===== config.mk =====
export PLATFORM = sky130hd
export DESIGN_NAME = core_exec
export DESIGN_NICKNAME = d
export VERILOG_FILES = /design/src/core/uarch_pkg.sv /design/src/core/exec_pkg.sv /design/src/core/core_alu.sv /design/src/core/core_exec.sv /design/src/core/core_mul.sv /design/src/core/core_shifter.sv
export SDC_FILE = /design/constraint.sdc
export NUM_CORES = 2
export LEC_CHECK = 0
export BUFFER_PORTS_ARGS = -buffer_cell sky130_fd_sc_hd__buf_2
export CAP_MARGIN = 20
export CELL_PAD_IN_SITES_DETAIL_PLACEMENT = 2
export CELL_PAD_IN_SITES_GLOBAL_PLACEMENT = 2
export CORE_MARGIN = 3
export CORE_UTILIZATION = 35
export DETAILED_ROUTE_END_ITERATION = 10
export PLACE_DENSITY = 0.76
export SYNTH_ARGS = -nofsm -noshare
export SYNTH_HDL_FRONTEND = slang
export SYNTH_SLANG_ARGS = --single-unit

===== constraint.sdc =====
create_clock -name clk -period 8.8 [get_ports clk]
set_input_delay 0.44 -clock clk [delete_from_list [all_inputs] [get_ports clk]]
set_output_delay 0.44 -clock clk [all_outputs]
set_load 0.01 [all_outputs]

===== src/core/uarch_pkg.sv =====
`default_nettype none

package uarch_pkg;

	// ###################################################################
	// widths

	localparam int WORD_BITS  = 32;
	localparam int DWORD_BITS = 2 * WORD_BITS;
	localparam int SHIFT_BITS = 8;
	localparam int ROT_BITS   = $clog2(WORD_BITS); // ror only looks at these bits.

	typedef logic [WORD_BITS-1:0]  word;
	typedef logic [DWORD_BITS-1:0] dword;
	typedef logic [SHIFT_BITS-1:0] reg_shift;
	typedef logic [ROT_BITS-1:0]   rot_amount;

	// ###################################################################
	// status flags and data-processing opcodes

	typedef struct packed {
		logic n;
		logic z;
		logic c;
		logic v;
	} psr_flags;

	// opcode encoding follows bits 24:21 of the instruction.
	typedef enum logic [3:0] {
		alu_and = 4'b0000,
		alu_eor = 4'b0001,
		alu_sub = 4'b0010,
		alu_rsb = 4'b0011,
		alu_add = 4'b0100,
		alu_adc = 4'b0101,
		alu_sbc = 4'b0110,
		alu_rsc = 4'b0111,
		alu_tst = 4'b1000,
		alu_teq = 4'b1001,
		alu_cmp = 4'b1010,
		alu_cmn = 4'b1011,
		alu_orr = 4'b1100,
		alu_mov = 4'b1101,
		alu_bic = 4'b1110,
		alu_mvn = 4'b1111
	} alu_op;

	// ###################################################################
	// operand-2 shifter

	typedef enum logic [1:0] {
		shift_lsl = 2'b00,
		shift_lsr = 2'b01,
		shift_asr = 2'b10,
		shift_ror = 2'b11
	} shift_type;

	typedef struct packed {
		shift_type kind;
		logic      rrx;  // ror by zero becomes rotate through carry.
	} shifter_control;

endpackage

`default_nettype wire

===== src/core/exec_pkg.sv =====
`default_nettype none

package exec_pkg;

	import uarch_pkg::*;

	// multiplier bits retired per iteration.
	localparam int MUL_BITS_PER_CYCLE = 2;

	typedef struct packed {
		logic long_mul;
		logic add;      // accumulate.
		logic sig;
	} mul_control;

	// ###################################################################
	// issue request and stage result

	typedef struct packed {
		logic           is_mul;
		alu_op          op;
		logic           set_flags;
		shifter_control shift;
		reg_shift       shift_amount;
		word            a;
		word            b;
		word            acc_hi;
		word            acc_lo;
		mul_control     mul;
		psr_flags       flags_in;
	} exec_req;

	typedef struct packed {
		word      q;
		word      q_hi;     // only meaningful after a long multiply.
		logic     writes_q;
		psr_flags flags;
	} exec_result;

	typedef enum logic [1:0] {
		idle,
		wait_shift,
		wait_mul
	} alu_state;

	typedef enum logic {
		mul_idle,
		mul_run
	} mul_state;

endpackage

`default_nettype wire


===== src/core/core_alu.sv =====
`timescale 1ns/1ps
`default_nettype none

module core_alu
	import uarch_pkg::*, exec_pkg::*;
(
	input  logic       clk,
	                   rst,

	input  logic       issue,
	input  exec_req    req,

	input  word        op2,
	input  logic       c_shift,

	input  word        mul_q_hi,
	                   mul_q_lo,
	input  logic       mul_n,
	                   mul_z,
	                   mul_ready,
	output logic       mul_start,

	output logic       busy,
	                   done,
	output exec_result res
);

	alu_state state;
	exec_req held;

	word x, y, sum, q;
	logic cin, c_out, v_out, logic_op;
	psr_flags flags;
	exec_result dp_res, mul_res;

	// ###################################################################
	// data-processing datapath

	always_comb begin
		x = held.a;
		y = op2;
		cin = 1'b0;

		// subtraction is x + ~y + 1, with the carry as the inverted borrow.
		unique case (held.op)
			alu_sub, alu_cmp: begin
				y = ~op2;
				cin = 1'b1;
			end

			alu_rsb: begin
				x = op2;
				y = ~held.a;
				cin = 1'b1;
			end

			alu_adc:
				cin = held.flags_in.c;

			alu_sbc: begin
				y = ~op2;
				cin = held.flags_in.c;
			end

			alu_rsc: begin
				x = op2;
				y = ~held.a;
				cin = held.flags_in.c;
			end

			default: ;
		endcase

		{c_out, sum} = {1'b0, x} + {1'b0, y} + {{WORD_BITS{1'b0}}, cin};
		v_out = x[WORD_BITS-1] == y[WORD_BITS-1] && sum[WORD_BITS-1] != x[WORD_BITS-1];

		logic_op = 1'b1;
		unique case (held.op)
			alu_and, alu_tst: q = held.a & op2;
			alu_eor, alu_teq: q = held.a ^ op2;
			alu_orr:          q = held.a | op2;
			alu_mov:          q = op2;
			alu_bic:          q = held.a & ~op2;
			alu_mvn:          q = ~op2;
			default: begin
				q = sum;
				logic_op = 1'b0;
			end
		endcase

		flags = held.flags_in;
		if (held.set_flags) begin
			flags.n = q[WORD_BITS-1];
			flags.z = q == '0;
			flags.c = logic_op ? c_shift : c_out;
			flags.v = logic_op ? held.flags_in.v : v_out;
		end
	end

	assign dp_res.q = q;
	assign dp_res.q_hi = '0;
	assign dp_res.writes_q = !(held.op inside {alu_tst, alu_teq, alu_cmp, alu_cmn});
	assign dp_res.flags = flags;

	// multiplies only ever touch n and z.
	assign mul_res.q = mul_q_lo;
	assign mul_res.q_hi = mul_q_hi;
	assign mul_res.writes_q = 1'b1;
	assign mul_res.flags.n = held.set_flags ? mul_n : held.flags_in.n;
	assign mul_res.flags.z = held.set_flags ? mul_z : held.flags_in.z;
	assign mul_res.flags.c = held.flags_in.c;
	assign mul_res.flags.v = held.flags_in.v;

	// ###################################################################
	// sequencing

	// the multiplier samples its operands from req on this same edge.
	assign mul_start = issue && req.is_mul && state == idle;

	always_ff @(posedge clk)
		if (state == idle && issue)
			held <= req;

	always_ff @(posedge clk) begin
		if (rst) begin
			state <= idle;
			busy <= 1'b0;
			done <= 1'b0;
			res <= '0;
		end else begin
			done <= 1'b0;

			unique case (state)
				idle:
					if (issue) begin
						state <= req.is_mul ? wait_mul : wait_shift;
						busy <= 1'b1;
					end

				wait_shift: begin // op2 is valid by now.
					state <= idle;
					busy <= 1'b0;
					done <= 1'b1;
					res <= dp_res;
				end

				wait_mul:
					if (mul_ready) begin
						state <= idle;
						busy <= 1'b0;
						done <= 1'b1;
						res <= mul_res;
					end

				default:
					state <= idle;
			endcase
		end
	end

endmodule

`default_nettype wire


===== src/core/core_exec.sv =====
`timescale 1ns/1ps
`default_nettype none

module core_exec
	import uarch_pkg::*, exec_pkg::*;
(
	input  logic       clk,
	                   rst,

	input  logic       issue,
	input  exec_req    req,

	output logic       busy,
	                   done,
	output exec_result res
);

	word op2;
	logic c_shift;

	core_shifter shifter
	(
		.b(req.b),
		.ctrl(req.shift),
		.amount(req.shift_amount),
		.c_in(req.flags_in.c),
		.*
	);

	word mul_q_hi, mul_q_lo;
	logic mul_start, mul_n, mul_z, mul_ready;

	// operands are taken on the issue edge, the same one that latches req in the ALU.
	core_mul mult
	(
		.start(mul_start),
		.a(req.a),
		.b(req.b),
		.c_hi(req.acc_hi),
		.c_lo(req.acc_lo),
		.ctrl(req.mul),
		.q_hi(mul_q_hi),
		.q_lo(mul_q_lo),
		.n(mul_n),
		.z(mul_z),
		.ready(mul_ready),
		.*
	);

	core_alu alu
	(
		.*
	);

endmodule

`default_nettype wire


===== src/core/core_mul.sv =====
`timescale 1ns/1ps
`default_nettype none

module core_mul
	import uarch_pkg::*, exec_pkg::*;
(
	input  logic       clk,
	                   rst,

	input  logic       start,
	input  word        a,
	                   b,
	                   c_hi,
	                   c_lo,
	input  mul_control ctrl,

	output word        q_hi,
	                   q_lo,
	output logic       n,
	                   z,
	                   ready
);

	mul_state state;
	mul_control ctrl_q;

	dword sum, mcand, acc;
	word mplier;

	dword cur_sum, cur_mcand, next_sum, product;
	word cur_mplier, next_mplier;
	logic sig, last, advance;

	// ###################################################################
	// one iteration of the shift-and-add loop

	// the first iteration runs on the start edge straight from the inputs.
	always_comb begin
		if (state == mul_idle) begin
			sig = ctrl.sig;
			cur_sum = '0;
			cur_mcand = {{WORD_BITS{ctrl.sig & a[WORD_BITS-1]}}, a};
			cur_mplier = b;
		end else begin
			sig = ctrl_q.sig;
			cur_sum = sum;
			cur_mcand = mcand;
			cur_mplier = mplier;
		end

		next_sum = cur_sum + cur_mcand * dword'(cur_mplier[MUL_BITS_PER_CYCLE-1:0]);
		next_mplier = {{MUL_BITS_PER_CYCLE{sig & cur_mplier[WORD_BITS-1]}},
		               cur_mplier[WORD_BITS-1:MUL_BITS_PER_CYCLE]};
	end

	// nothing left to add once the remaining bits are all zero or all sign.
	assign last = mplier == '0 || (ctrl_q.sig && mplier == '1);
	assign advance = state == mul_idle ? start : !last;

	// a remaining run of ones stands for -1 at the current weight.
	assign product = sum - (mplier[WORD_BITS-1] ? mcand : '0) + acc;

	always_ff @(posedge clk) begin
		if (advance) begin
			sum <= next_sum;
			mplier <= next_mplier;
			mcand <= cur_mcand << MUL_BITS_PER_CYCLE;
		end

		if (state == mul_idle && start) begin
			ctrl_q <= ctrl;
			if (ctrl.add)
				acc <= {ctrl.long_mul ? c_hi : word'(0), c_lo};
			else
				acc <= '0;
		end
	end

	// ###################################################################
	// control and the closing accumulate/flag cycle

	always_ff @(posedge clk) begin
		ready <= 1'b0;

		if (rst)
			state <= mul_idle;
		else unique case (state)
			mul_idle:
				if (start)
					state <= mul_run;

			mul_run:
				if (last) begin
					state <= mul_idle;
					ready <= 1'b1;

					q_hi <= product[DWORD_BITS-1:WORD_BITS];
					q_lo <= product[WORD_BITS-1:0];

					if (ctrl_q.long_mul) begin
						n <= product[DWORD_BITS-1];
						z <= product == '0;
					end else begin
						n <= product[WORD_BITS-1];
						z <= product[WORD_BITS-1:0] == '0;
					end
				end
		endcase
	end

endmodule

`default_nettype wire


===== src/core/core_shifter.sv =====
`timescale 1ns/1ps
`default_nettype none

module core_shifter
	import uarch_pkg::*;
(
	input  logic           clk,
	                       rst,

	input  logic           issue,
	input  word            b,
	input  shifter_control ctrl,
	input  reg_shift       amount,
	input  logic           c_in,

	output word            op2,
	output logic           c_shift
);

	word q;
	logic c;
	rot_amount rot;

	assign rot = amount[ROT_BITS-1:0];

	// the extra bit next to the word catches the last bit shifted out.
	always_comb begin
		q = b;
		c = c_in;

		if (ctrl.kind == shift_ror && ctrl.rrx && amount == '0) begin
			q = {c_in, b[WORD_BITS-1:1]};
			c = b[0];
		end else if (amount != '0) begin
			unique case (ctrl.kind)
				shift_lsl:
					{c, q} = {1'b0, b} << amount;

				shift_lsr:
					{q, c} = {b, 1'b0} >> amount;

				shift_asr:
					{q, c} = $signed({b, 1'b0}) >>> amount;

				shift_ror: begin
					// a multiple of 32 leaves b alone but still sets the carry.
					q = (b >> rot) | (b << (WORD_BITS - rot));
					c = q[WORD_BITS-1];
				end
			endcase
		end
	end

	always_ff @(posedge clk) begin
		if (rst) begin
			op2 <= '0;
			c_shift <= 1'b0;
		end else if (issue) begin
			op2 <= q; // held until the next issue.
			c_shift <= c;
		end
	end

endmodule

`default_nettype wire


## Word level (Yosys, flattened, before mapping)

Cells that the tools add are included.

| word-level totals | value |
|---|---|
| input bits | 155 |
| output and inout bits | 71 |
| logic and storage cells | 154 |
| bits in registers | 438 |

| operators by class | value |
|---|---|
| shift-type cells | 5 |
| equality and inequality tests | 24 |
| multiplexer cells | 39 |
| reductions and logical operators | 36 |
| multipliers | 1 |
| bitwise gates (word level) | 11 |
| add/subtract/negate cells | 6 |

Operators with widths:

| operator | number |
|---|---|
| $mux 64 | 3 |
| $pmux 32 s6 | 1 |
| $pmux 69 s2 | 1 |
| $add 64x64->64 | 2 |
| $mux 32 | 4 |
| $pmux 32 s4 | 1 |
| $logic_not 32->1 | 3 |
| $mux 69 | 1 |
| $and 32x32->32 | 2 |
| $logic_not 64->1 | 1 |
| $mul 64x2->64 | 1 |
| $not 32->32 | 2 |
| $or 32x32->32 | 2 |
| $pmux 32 s2 | 1 |
| $sub 64x64->64 | 1 |
| $add 32x32->33 | 1 |
| $add 33x1->33 | 1 |
| $shl 32x8->33 | 1 |
| $shr 33x8->33 | 1 |
| $sshr 33x8->33 | 1 |
| $eq 32x32->1 const B | 1 |
| $eq 4x4->1 const B | 8 |
| $shl 32x32->32 | 1 |
| $shr 32x5->32 | 1 |
| other kinds (34) | 80 |

## Logic depth before layout (Yosys ltp)

| logic depth | value |
|---|---|
| depth in word-level cells | 10 |
| mapped depth | 25 |
| mapped depth without buffers | 19 |

## Cells and area by module

Synthesis repeated with hierarchy kept, for this count alone.

| unflattened totals | value |
|---|---|
| cells, all modules | 4861 |
| area total of the unflattened synthesis | 41150.7 um^2 |

By module, submodules not included:

| module | cells an instance | seq. area each (um^2) | instances | area each (um^2) |
|---|---|---|---|---|
| core_mul | 2439 | 8718.4 | 1 | 22937.0 |
| core_alu | 1230 | 2692.6 | 1 | 9382.7 |
| core_shifter | 1192 | 660.6 | 1 | 8831.0 |

## Worst setup path after synthesis

Ideal clock, no wire load.

| path | value |
|---|---|
| path type | input port to flip-flop |
| from | input issue |
| to | register mult.mcand[10] (enable) |
| stages | 6 |
| setup time | 0.516 ns |
| path buffers | 1 |
| path slack | 0.457 ns |
| arrival time | 7.827 ns |
| required time | 8.284 ns |
| path through | clkbuf_1 > nand2_1 > inv_1 > nand2_1 > nor2_1 > a21o_1 |

| on the way | value |
|---|---|
| cells in the longest elaborated chain, start to end | 3 |

RTL lines:

| element | RTL line | source |
|---|---|---|
| start, declared | core_exec.sv:10 | `input logic issue,` |
| $logic_and 1x1->1 (2 in a row) | core_alu.sv:118 | `assign mul_start = issue && req.is_mul && state == idle;` |
| $mux 1 | core_mul.sv:58 | `assign advance = state == mul_idle ? start : !last;` |
| net mult.advance | core_mul.sv:32 | `logic sig, last, advance;` |
| end signal, assigned | core_mul.sv:67 | `mcand <= cur_mcand << MUL_BITS_PER_CYCLE;` |
| end, declared | core_mul.sv:27 | `dword sum, mcand, acc;` |

The timed path passes the listed nets, and every way through them passes these cells.
A chain may end at the register's enable or synchronous reset.

## Worst setup path after layout

| path | value |
|---|---|
| from | register mult.state |
| to | register mult.sum[45] (data pin) |

| on the way | value |
|---|---|
| cells in the longest elaborated chain, start to end | 3 |
| elaborated cells between the ends (all ways) | 5 |
| classes of those cells | add/sub: 1; mul: 1; mux: 3 |

RTL lines:

| element | RTL line | source |
|---|---|---|
| start, declared | core_mul.sv:24 | `mul_state state;` |
| start signal, assigned | core_mul.sv:86 | `state <= mul_idle;` |
| start signal, assigned | core_mul.sv:90 | `state <= mul_run;` |
| start signal, assigned | core_mul.sv:94 | `state <= mul_idle;` |
| $mux 64 | core_mul.sv:39 | `if (state == mul_idle) begin` |
| net mult.cur_mcand[1] | core_mul.sv:30 | `dword cur_sum, cur_mcand, next_sum, product;` |
| $mul 64x2->64 | core_mul.sv:51 | `next_sum = cur_sum + cur_mcand * dword'(cur_mplier[MUL_BITS_PER_CYCLE-1:0]);` |
| $add 64x64->64 | core_mul.sv:51 |  |
| net mult.next_sum[45] | core_mul.sv:30 |  |
| end signal, assigned | core_mul.sv:65 | `sum <= next_sum;` |
| end, declared | core_mul.sv:27 |  |

The timed path passes the listed nets, and every way through them passes these cells.

==> metrics.md <==
| Metric | Value |
|---|---|
| Area growth syn-to-layout | 11.0% |
| Number of max-cap violations | 0 |
| Hold Crit Class | in -> reg |
| Pins Over Slew Limit | 0 |
| Initial core utilization | 35.5% |
| Hold Slack | between 0.006 and 0.007 ns |
| Clock buffer count from CTS | 54 |
| DRC | 0 |
| FMAX | between 0.15 and 0.2 GHz |
| Worst Setup Start Kind | flop |
| Slew Limit Headroom | 13.5% |
| Period utilization | 75.3% |
| Commonest cells after routing, fill and taps aside | nand2_1, inv_1, nor2_1, a21oi_1, edfxtp_1 |
| CP Cell Sequence | buf_4 > nor2b_1 > nand2_1 > fa_1 > inv_1 > ha_1 > inv_1 > fa_1 > nor2b_1 > o21ai_0 > a21boi_0 > o41ai_1 > buf_4 > a31oi_1 > a311o_1 > a21oi_1 > o31ai_1 > a31oi_1 > o31a_1 > o21ai_0 > xor2_1 |
| R2R Setup Slk | 2.17 ns |
| Slowest library cell on the worst path | buf_4 |
| Core Region | ~110000 um2 |
| Setup Viol. Count Final | 0 |
| Post-synth net total | 5356 |
| Synth warn | 0 |
| Nets | about 5400 |
| CP max FO | 61 |
| Number of flops mapped to enable cells by yosys | 330 |
| Netlist cell types | 98 |
| Layout cells sized above 1 | 11.2% |
| Setup Fix Bufs, Post-CTS | 0 |
| Final hold vios | 0 |
| Synth Register Bits | 438 |
| ANT nets after route | 0 |
| DRT iter0 DRCs | 3700 |
| Die H | 344 um |
| Finished Core Util | 39.4% |
| Clock sink count | 438 |
| Reg2Reg Capture Point | mult.sum[45] |
| GRT Util Overall | 31.0% |
| Clock slew at reported path FFs | approximately 0.070 ns |
| Register area | 12100 um2 |
| TritonCTS clock tree | done |
| Asr flop ratio synth | 0% |
| Synth Cell Area | roughly 40000 um2 |
| TNS Setup | 0 ns |
| Via count | 38800 |
| Pwr/cell area | between 200 and 250 nW/um2 |
| Routed WL per cell | between 20 and 30 um |
| Clock buffer depth | 3 |
| Max IR drop VDD | 0.000144 V |
| Total grt overflow | 0 |
| Least-Margin Pin Slew | 1.28 ns |
| Sequential area share after synthesis | 30.1% |
| Routed WL | approximately 190000 um |
| Initial antenna violation count | 20 |
| R2R depth | 21 |
| Critical Path AT | 7.01 ns |
| Root buf cell | clkbuf_16 |
| Most common cell after layout, fill and taps aside | nand2_1 |
| Die width | 344 um |
| Largest net degree at the start of global routing | roughly 130 |
| Avg Cell Area, Syn | 8.21 um2 |
| Area of the multi-input gates | ~25000 um2 |
| Worst-Skew Late Latency | 0.67 ns |
| H-tree levels | 2 |
| First-pass GRT wire length | 276000 um |
| Hold-critical path depth | 1 |
| Status | complete, no violations |
| Min cycle time layout | 6.63 ns |
| Most used flip-flop cell after synthesis | edfxtp_1 |
| Final setup margin | roughly 2.2 ns |
| FP Rows | 123 |
| Pre-CTS WS | 2.38 ns |
| Via-to-Cell Ratio | 6.00 |
| Mapped Cells | 4880 |
| Worst r2r src | mult.state |
| Placed wire-length estimate | ~150000 um |
| Die area | approximately 120000 um2 |
| Clk_skew | 0.0360 ns |
| CP Data Required Time | 9.18 ns |
| CP endpoint | mult.sum[45] |
| Crit path largest cell delay | 0.72 ns |
| Fill cells | 12800 |
| Port Buffer Count | between 200 and 250 |
| Worst setup EP type | flop |
| Ports | between 200 and 250 |
| RSZ-0062 raised after global routing | false |
| GP Congestion | 0.986 |
| Vias in the first global route | 40600 |
| Cell leakage power | 0.0188 uW |
| Iteration count of the initial detailed-routing pass | 5 |
| Crit path launch | mult.state |
| Crit path kind | reg -> reg |
flip-flops by register name, summed over array words and instances, names as in the netlist:
signal / flops
alu.res: 69
mult.acc: 64
mult.sum: 64
mult.mcand: 62
alu.held: 41
mult.q_hi: 32
mult.q_lo: 32
shifter.op2: 32
mult.mplier: 31
alu.state: 2
mult.ctrl_q: 2
alu.busy: 1
alu.done: 1
mult.n: 1
mult.ready: 1
mult.state: 1
mult.z: 1
shifter.c_shift: 1
where the power goes:
part | switching [uW] | internal [uW] | leakage, uW
clock | 1010 | 1440 | 0.000927
combinational | 2990 | 1400 | 0.0139
sequential | 137 | 2530 | 0.00399
per-layer routing:
layer  up-vias  track usage, %  wire length [um]  share of wire [%]
li1      17300               -                 -                  -
met1     19900            43.3             83200                 44
met2      1360            49.3             84900                 45
met3       259            4.75             13300                7.1
met4         0            9.86              6570                3.5
met5         -               0                 0                  0
Yosys cell counts, types with 58 or more instances:
| cell type | number | area, um2 |
|---|---|---|
| nand2_1 | 695 | 2610 |
| inv_1 | 489 | 1840 |
| nor2_1 | 364 | 1370 |
| a21oi_1 | 354 | 1770 |
| edfxtp_1 | 330 | 9910 |
| o21ai_0 | 317 | 1590 |
| clkbuf_1 | 271 | 1020 |
| ha_1 | 195 | 2440 |
| fa_1 | 126 | 2520 |
| and2_1 | 117 | 732 |
| dfxtp_1 | 108 | 2160 |
| xnor2_1 | 108 | 946 |
| mux2i_1 | 106 | 1060 |
| a21o_1 | 81 | 608 |
| nor3_1 | 81 | 405 |
| nand3_1 | 79 | 395 |
| mux2_2 | 76 | 856 |
| nand4_1 | 58 | 363 |
worst min path at each step:
| stage | slack [ns] | to | from |
|---|---|---|---|
| floorplan | 0.45 | shifter.c_shift | shifter.c_shift |
| global placement | 0.44 | alu.res[38] | alu.res[38] |
| detailed placement | 0.46 | alu.res[47] | alu.res[47] |
| CTS | 0.0008 | alu.held[148] | req[148] |
| global route | 0.003 | alu.held[148] | req[148] |
| finish | 0.007 | alu.held[148] | req[148] |
final cells by class:
cell class,count,area share [%]
Antenna cell,4,0.0225
Tap cell,1500,4.22
Inverter,494,4.17
Sequential cell,438,27.2
Clock buffer,67,3.26
Timing Repair Buffer,296,3.90
Clock inverter,35,1.04
Multi-Input combinational cell,3634,56.2
stage by stage:
stage	area, um2	power, uW	cells
floorplan	40000	5410	4880
global placement	42400	6850	6350
detailed placement	42400	6970	6351
CTS	44400	9460	6460
global route	44400	10000	6464
finish	44500	9520	6468
cell families after synthesis:
logic type	Yosys count	share of synthesized area [%]
AOI/OAI and AO/OA	1281	20.5
xor gates and xnor gates	160	3.52
adders and majority gates	321	12.4
buffers and inverters	808	7.65
DFF	438	30.1
muxes	216	6.70
and+or+nand+nor	1656	19.1
what timing repair did:
action | in CTS | in global routing
resized for setup | 0 | 0
hold buffers | 7 | 0
endpoints found under the hold margin | 7 | 0
endpoints found under the setup margin | 0 | 0
critical path, delay by kind of cell, from the launching register on:
family	cells	cell delay [ns]
xor gates and xnor gates	1	0.12
adders and majority gates	3	1.10
DFF	1	0.66
AOI/OAI and AO/OA	10	2.85
buffers and inverters	4	1.06
and+or+nand+nor	3	0.51
Power figures use the tool's default switching activity.
